==> src/dpa_pkg.sv <==
`default_nettype none

package dpa_pkg;

    typedef logic [19:0] im_addr_t;     // image-memory address
    typedef logic [23:0] pixel_t;       // rgb, 8 bits each
    typedef logic [8:0]  cr_addr_t;     // character-ROM address
    typedef logic [12:0] glyph_row_t;   // bit 12 is leftmost pixel
    typedef logic [7:0]  time_field_t;  // binary hour, minute or second
    typedef logic [23:0] clock_time_t;  // {hour, minute, second}
    typedef logic [3:0]  digit_t;       // decimal digit or glyph code
    typedef logic [15:0] fb_offset_t;   // offset inside frame buffer

    // frame-buffer geometry
    localparam int fb_width = 256;
    localparam fb_offset_t clk_base_offset = 16'd59544;  // row 232, column 152

    // glyph layout of the overlay
    localparam int glyph_width = 13;
    localparam int glyph_rows = 24;
    localparam int num_chars = 8;        // hh:mm:ss
    localparam digit_t colon_code = 4'd10;

    // header words in image memory
    localparam im_addr_t hdr_time_addr = 20'd0;
    localparam im_addr_t hdr_fb_addr = 20'd1;

    localparam pixel_t white_pixel = 24'hff_ffff;

    typedef enum logic [1:0] {
        st_load_time,   // fetch start time word
        st_load_fb,     // fetch frame-buffer base
        st_run
    } ctrl_state_t;

endpackage

`default_nettype wire

==> src/pix_if.sv <==
`timescale 1ns/1ps
`default_nettype none

interface pix_if;
    import dpa_pkg::*;

    logic       valid;
    fb_offset_t offset;   // relative to frame-buffer base
    pixel_t     data;
    logic       done;     // one cycle after last write of a frame

    modport renderer (
        output valid,
        output offset,
        output data,
        output done
    );

    modport controller (
        input valid,
        input offset,
        input data,
        input done
    );

endinterface

`default_nettype wire

==> src/album_ctrl.sv <==
`timescale 1ns/1ps
`default_nettype none

module album_ctrl (
    input  logic                 clk,
    input  logic                 reset,
    output dpa_pkg::im_addr_t    im_a,
    input  dpa_pkg::pixel_t      im_q,
    output dpa_pkg::pixel_t      im_d,
    output logic                 im_wen,
    pix_if.controller            pix,
    output logic                 load,
    output dpa_pkg::clock_time_t load_time,
    input  logic                 sec_tick,
    output logic                 start
);
    import dpa_pkg::*;

    ctrl_state_t state;
    im_addr_t    addr_r;      // header read address
    im_addr_t    fb_base;
    logic        drawing;     // between start and done

    // im_q lags im_a by one cycle
    assign load = (state == st_load_fb);

    assign im_a = (state == st_run) ? fb_base + im_addr_t'(pix.offset) : addr_r;
    assign im_d = pix.data;
    assign im_wen = !((state == st_run) && pix.valid);   // low = write

    always_ff @(posedge clk or posedge reset) begin
        if (reset) begin
            state <= st_load_time;
            addr_r <= hdr_time_addr;
            start <= 1'b0;
            drawing <= 1'b0;
        end else begin
            start <= load || sec_tick;   // redraw after load and every tick
            if (start) begin
                drawing <= 1'b1;
            end else if (pix.done) begin
                drawing <= 1'b0;
            end
            case (state)
                st_load_time: begin
                    if (addr_r == hdr_fb_addr) begin
                        state <= st_load_fb;
                    end else begin
                        addr_r <= hdr_fb_addr;
                    end
                end
                st_load_fb: begin
                    state <= st_run;
                end
                default: begin
                end
            endcase
        end
    end

    always_ff @(posedge clk) begin
        if ((state == st_load_time) && (addr_r == hdr_fb_addr)) begin
            load_time <= im_q;               // word 0 on the bus now
        end
        if (state == st_load_fb) begin
            fb_base <= im_q[19:0];
        end
    end

    a_no_write_before_base: assert property (
        @(posedge clk) disable iff (reset)
        pix.valid |-> (state == st_run)
    );

    // a frame must finish within one second
    a_tick_outside_draw: assert property (
        @(posedge clk) disable iff (reset)
        sec_tick |-> !(drawing || start)
    );

endmodule

`default_nettype wire

==> src/clock_keeper.sv <==
`timescale 1ns/1ps
`default_nettype none

module clock_keeper #(
    parameter int cycles_per_sec = 1000000
) (
    input  logic                 clk,
    input  logic                 reset,
    input  logic                 load,
    input  dpa_pkg::clock_time_t load_time,
    output dpa_pkg::clock_time_t now,
    output logic                 sec_tick
);
    import dpa_pkg::*;

    localparam int div_w = $clog2(cycles_per_sec);
    localparam logic [div_w-1:0] div_last = div_w'(cycles_per_sec - 1);

    logic [div_w-1:0] div_cnt;
    logic             running;    // set once a time has been loaded
    time_field_t      hh;
    time_field_t      mm;
    time_field_t      ss;
    clock_time_t      next_time;

    assign {hh, mm, ss} = now;
    assign sec_tick = running && (div_cnt == div_last);

    // one second later, with rollover at 23:59:59
    always_comb begin
        next_time = now;
        if (ss == 8'd59) begin
            next_time[7:0] = 8'd0;
            if (mm == 8'd59) begin
                next_time[15:8] = 8'd0;
                if (hh == 8'd23) begin
                    next_time[23:16] = 8'd0;
                end else begin
                    next_time[23:16] = hh + 8'd1;
                end
            end else begin
                next_time[15:8] = mm + 8'd1;
            end
        end else begin
            next_time[7:0] = ss + 8'd1;
        end
    end

    always_ff @(posedge clk or posedge reset) begin
        if (reset) begin
            div_cnt <= '0;
            running <= 1'b0;
            now <= '0;
        end else if (load) begin
            div_cnt <= '0;        // first tick cycles_per_sec after load
            running <= 1'b1;
            now <= load_time;
        end else if (running) begin
            if (sec_tick) begin
                div_cnt <= '0;
                now <= next_time;
            end else begin
                div_cnt <= div_cnt + div_w'(1);
            end
        end
    end

    a_time_in_range: assert property (
        @(posedge clk) disable iff (reset)
        (hh < 8'd24) && (mm < 8'd60) && (ss < 8'd60)
    );

endmodule

`default_nettype wire

==> src/dpa_top.sv <==
`timescale 1ns/1ps
`default_nettype none

module dpa_top #(
    parameter int cycles_per_sec = 1000000
) (
    input  logic                clk,
    input  logic                reset,
    output dpa_pkg::im_addr_t   im_a,
    input  dpa_pkg::pixel_t     im_q,
    output dpa_pkg::pixel_t     im_d,
    output logic                im_wen,
    output dpa_pkg::cr_addr_t   cr_a,
    input  dpa_pkg::glyph_row_t cr_q
);
    import dpa_pkg::*;

    clock_time_t now;
    clock_time_t load_time;
    logic        load;
    logic        sec_tick;
    logic        start;

    pix_if pix0 ();

    album_ctrl ctrl0 (
        .clk       (clk),
        .reset     (reset),
        .im_a      (im_a),
        .im_q      (im_q),
        .im_d      (im_d),
        .im_wen    (im_wen),
        .pix       (pix0.controller),
        .load      (load),
        .load_time (load_time),
        .sec_tick  (sec_tick),
        .start     (start)
    );

    clock_keeper #(
        .cycles_per_sec (cycles_per_sec)
    ) keeper0 (
        .clk       (clk),
        .reset     (reset),
        .load      (load),
        .load_time (load_time),
        .now       (now),
        .sec_tick  (sec_tick)
    );

    overlay_renderer render0 (
        .clk   (clk),
        .reset (reset),
        .start (start),
        .now   (now),
        .cr_a  (cr_a),
        .cr_q  (cr_q),
        .pix   (pix0.renderer)
    );

endmodule

`default_nettype wire

==> src/overlay_renderer.sv <==
`timescale 1ns/1ps
`default_nettype none

module overlay_renderer (
    input  logic                clk,
    input  logic                reset,
    input  logic                start,
    input  dpa_pkg::clock_time_t now,
    output dpa_pkg::cr_addr_t   cr_a,
    input  dpa_pkg::glyph_row_t cr_q,
    pix_if.renderer             pix
);
    import dpa_pkg::*;

    clock_time_t shown;       // time latched at start
    logic [7:0]  hh_d;
    logic [7:0]  mm_d;
    logic [7:0]  ss_d;
    digit_t      char_code;
    logic        busy;
    logic [2:0]  char_cnt;
    logic [4:0]  row_cnt;
    logic [3:0]  col_cnt;     // 0 is the ROM fetch cycle
    glyph_row_t  shift_r;
    glyph_row_t  cur_row;
    logic        last_write;
    logic        done_r;

    // binary field to {tens, ones}
    function automatic logic [7:0] to_digits(input time_field_t f);
        digit_t      tens;
        time_field_t rest;
        tens = '0;
        rest = f;
        for (int i = 0; i < 9; i++) begin
            if (rest >= 8'd10) begin
                rest = rest - 8'd10;
                tens = tens + 4'd1;
            end
        end
        return {tens, rest[3:0]};
    endfunction

    assign hh_d = to_digits(shown[23:16]);
    assign mm_d = to_digits(shown[15:8]);
    assign ss_d = to_digits(shown[7:0]);

    always_comb begin
        case (char_cnt)
            3'd0: char_code = hh_d[7:4];
            3'd1: char_code = hh_d[3:0];
            3'd3: char_code = mm_d[7:4];
            3'd4: char_code = mm_d[3:0];
            3'd6: char_code = ss_d[7:4];
            3'd7: char_code = ss_d[3:0];
            default: char_code = colon_code;   // positions 2 and 5
        endcase
    end

    // address held for the whole row, so either ROM latency works
    assign cr_a = cr_addr_t'(char_code) * cr_addr_t'(glyph_rows) + cr_addr_t'(row_cnt);

    assign cur_row = (col_cnt == 4'd1) ? cr_q : shift_r;

    assign last_write = busy && (char_cnt == 3'(num_chars - 1))
                        && (row_cnt == 5'(glyph_rows - 1))
                        && (col_cnt == 4'(glyph_width));

    assign pix.valid = busy && (col_cnt != 4'd0);
    assign pix.offset = clk_base_offset
                        + fb_offset_t'(char_cnt) * fb_offset_t'(glyph_width)
                        + fb_offset_t'(row_cnt) * fb_offset_t'(fb_width)
                        + fb_offset_t'(col_cnt) - 16'd1;
    assign pix.data = cur_row[12] ? white_pixel : '0;
    assign pix.done = done_r;

    always_ff @(posedge clk or posedge reset) begin
        if (reset) begin
            busy <= 1'b0;
            char_cnt <= '0;
            row_cnt <= '0;
            col_cnt <= '0;
            done_r <= 1'b0;
        end else begin
            done_r <= last_write;
            if (start) begin
                busy <= 1'b1;
                char_cnt <= '0;
                row_cnt <= '0;
                col_cnt <= '0;
            end else if (busy) begin
                if (col_cnt == 4'(glyph_width)) begin
                    col_cnt <= '0;
                    if (row_cnt == 5'(glyph_rows - 1)) begin
                        row_cnt <= '0;
                        if (char_cnt == 3'(num_chars - 1)) begin
                            busy <= 1'b0;
                        end else begin
                            char_cnt <= char_cnt + 3'd1;
                        end
                    end else begin
                        row_cnt <= row_cnt + 5'd1;
                    end
                end else begin
                    col_cnt <= col_cnt + 4'd1;
                end
            end
        end
    end

    always_ff @(posedge clk) begin
        if (start) begin
            shown <= now;
        end
        if (pix.valid) begin
            shift_r <= cur_row << 1;   // next pixel to bit 12
        end
    end

    // controller must wait for done before the next frame
    a_no_start_mid_frame: assert property (
        @(posedge clk) disable iff (reset)
        start |-> !busy
    );

endmodule

`default_nettype wire

==> config.mk <==
export PLATFORM = sky130hd
export DESIGN_NAME = dpa_top
export DESIGN_NICKNAME = d
export VERILOG_FILES = /design/src/dpa_pkg.sv /design/src/pix_if.sv /design/src/album_ctrl.sv /design/src/clock_keeper.sv /design/src/dpa_top.sv /design/src/overlay_renderer.sv
export SDC_FILE = /design/constraint.sdc
export NUM_CORES = 1
export LEC_CHECK = 0
export BUFFER_PORTS_ARGS = -buffer_cell sky130_fd_sc_hd__buf_2
export CAP_MARGIN = 0
export CORE_MARGIN = 10
export CORE_UTILIZATION = 55
export CTS_CLUSTER_DIAMETER = 80
export DETAILED_ROUTE_END_ITERATION = 16
export HOLD_SLACK_MARGIN = 0.15
export MAX_ROUTING_LAYER = met4
export PLACE_DENSITY_LB_ADDON = 0.25
export REMOVE_ABC_BUFFERS = 1
export SKIP_CTS_REPAIR_TIMING = 1
export SYNTH_ARGS = -nofsm -noshare
export SYNTH_HDL_FRONTEND = slang
export SYNTH_HIERARCHICAL = 1
export SYNTH_SLANG_ARGS = --single-unit
==> constraint.sdc <==
create_clock -name clk -period 17.85 [get_ports clk]
set_input_delay 3.57 -clock clk [delete_from_list [all_inputs] [get_ports clk]]
set_output_delay 3.57 -clock clk [all_outputs]
set_load 0.005 [all_outputs]
==> out/summary.txt <==
Net Sw Frac -> 21.3%
Final ANT Viol Nets -> 0
Initial DRC Count -> 1157
initial antenna violation count -> 0
clock tree sinks -> 142
num ports -> 93
Final setup viols -> 0
Post-Synthesis Cells -> 2063
Setup crit start -> render0/shown[20]
Slew Limit Fails -> 0
via count -> 15700
RePlAce Congestion -> 0.953
maximum vdd drop -> 0.0695 mV
YS warnings -> 6
Ant. Diodes -> 0
critical path data arrival time -> 13460 ps
Post-DP Area -> 17300 um2
Final nets -> 2210
vias per cell -> 6.35
Worst-Margin Slew -> 1240 ps
sw power -> 154 uW
LEAKAGE -> 0.00720 uW
Clk pwr share -> 48.1%
residual DRC count -> 0
clk buf depth -> 2
fin crit share -> 95.4%
DP HPWL -> 34.3 mm
Slew HR -> 15.4%
DR pass1 iterations -> 6
gr ovfl total -> 0
Hold Crit Class -> flip-flop to flip-flop
post-route insts no fill -> 2475
run status -> complete, no violations
synth-to-layout area growth -> 6.61%
flop2flop setup slack -> 14740 ps
max incr delay on CP -> 670 ps
largest net degree at the start of global routing -> 61
combinational power share -> 2.8%
# rows -> 64
Crit-path slowest cell -> or4_4
Skew-Pair Late Insertion Delay -> 420 ps
clk root buf -> clkbuf_16
H-tree depth -> 4
layout cell share with drive strength beyond 1 -> 14.3%
Clock Skew -> 5.16 ps
first-pass GRT wire length -> 72.3 mm
IO buf count -> 92
Top delay family on crit path -> simple AND/OR/NAND/NOR gates
final setup TNS -> 0 ps
vias in the first global route -> 14800
initial core utilization -> 55.5%
DIE AREA -> 38200 um2
Worst setup SP type -> flip-flop
Final Critical Period -> 17030 ps
hold path start -> ctrl0/load_time[21]
Reg power frac -> 49.1%
Critical R2R Launch -> keeper0/div_cnt[13]
f_max -> 58.7 MHz
Setup WS pre-CTS -> 154 ps
max_cap viols -> 0
Design Area, Final -> 18100 um2
CTS tree -> built
internal cell power -> 571 uW
dpl cells -> 2437
final WL -> 44.6 mm
post-DR wirelength/cell -> 18.0 um
Crit Path Class -> flip-flop to output port
Inserted Clock Buffers -> 17
die width -> 196 um
synthesized area per cell -> 8.21 um2
CP endpoint kind -> output port
Mapped Area -> 16900 um2
Clk pin slew, worst setup/hold paths -> 60 ps
Buffers & Inverters on Critical Path -> 6
Core ar. -> 30500 um2
Die Ht -> 196 um
final hold viol count -> 0
crit path max fanout -> 11
total track usage -> 22.5%
total power per unit cell area -> 40.1 nW/um2
post-route setup slack -> 824 ps
worst endpoint required time -> 14280 ps
## layer usage
layer	track usage [%]	share of wire [%]
met5	-	0
met1	28.7	45
met4	5.57	1.7
met2	37.5	48
met3	2.33	4.8
## metrics by stage
stage	utilization [%]	power (uW)	hold WS, ps
6_report	59.2	725	453
5_1_grt	59.2	745	489
4_1_cts	58.5	730	456
3_5_place_dp	56.6	382	442
3_3_place_gp	56.6	382	446
2_1_floorplan	-	370	423
## final cells by class
type	count	area, um2
Clock inverter	13	140
Clock buffer	19	443
Inverter	97	364
Sequential cell	142	3950
Timing Repair Buffer	114	626
Tap cell	396	495
Fill cell	2694	12400
Multi-Input combinational cell	1694	12000
## worst reg2reg max path, cell delays in order, from the launching register on
cell	delay, ps
dfrtp_1	410
or4b_1	560
or4_1	890
nor3_2	640
a21boi_0	240
o22a_1	250
## power by group through the flow
stage	Combinational, uW	Clock, uW	Sequential, uW
final	20.3	349	356
after global routing	22.5	367	356
after CTS	20.5	354	356
after detailed placement	20.3	0	362
after global placement	19.9	0	362
after floorplan	10.0	0	360
## sequential cells by signal, indices dropped and copies added, names as in the netlist
register / flops
render0/char_cnt: 3
render0/row_cnt: 5
render0/shift_r: 12
keeper0/div_cnt: 20
ctrl0/state: 2
keeper0/now: 24
ctrl0/fb_base: 20
render0/busy: 1
keeper0/running: 1
ctrl0/start: 1
render0/col_cnt: 4
ctrl0/addr_r: 1
ctrl0/load_time: 24
render0/shown: 24
## layout by cell type, fill, tap and decap left out, drive strengths merged, types with 32 or more instances in the layout
cell type,count
nand4,33
edfxtp,80
a31oi,34
ha,100
nor2,157
xnor2,91
inv,97
a21oi,124
buf,114
xor2,52
mux2,42
nand2,185
nor3,57
dfrtp,62
and2,34
nand3,80
o21ai,115
and3,32
## path summary, 6_finish.rpt
kind | cells after the start | end
setup / recovery | 60 | cr_a[8]
hold / removal | 2 | keeper0/now[21]
setup reg to reg | 5 | keeper0/now[11]
hold reg to reg | 2 | keeper0/now[21]
max in group asynchronous | 3 | keeper0/now[9]
min in group asynchronous | 2 | ctrl0/addr_r[0]
Note: power is estimated with default switching activity, not from simulation.
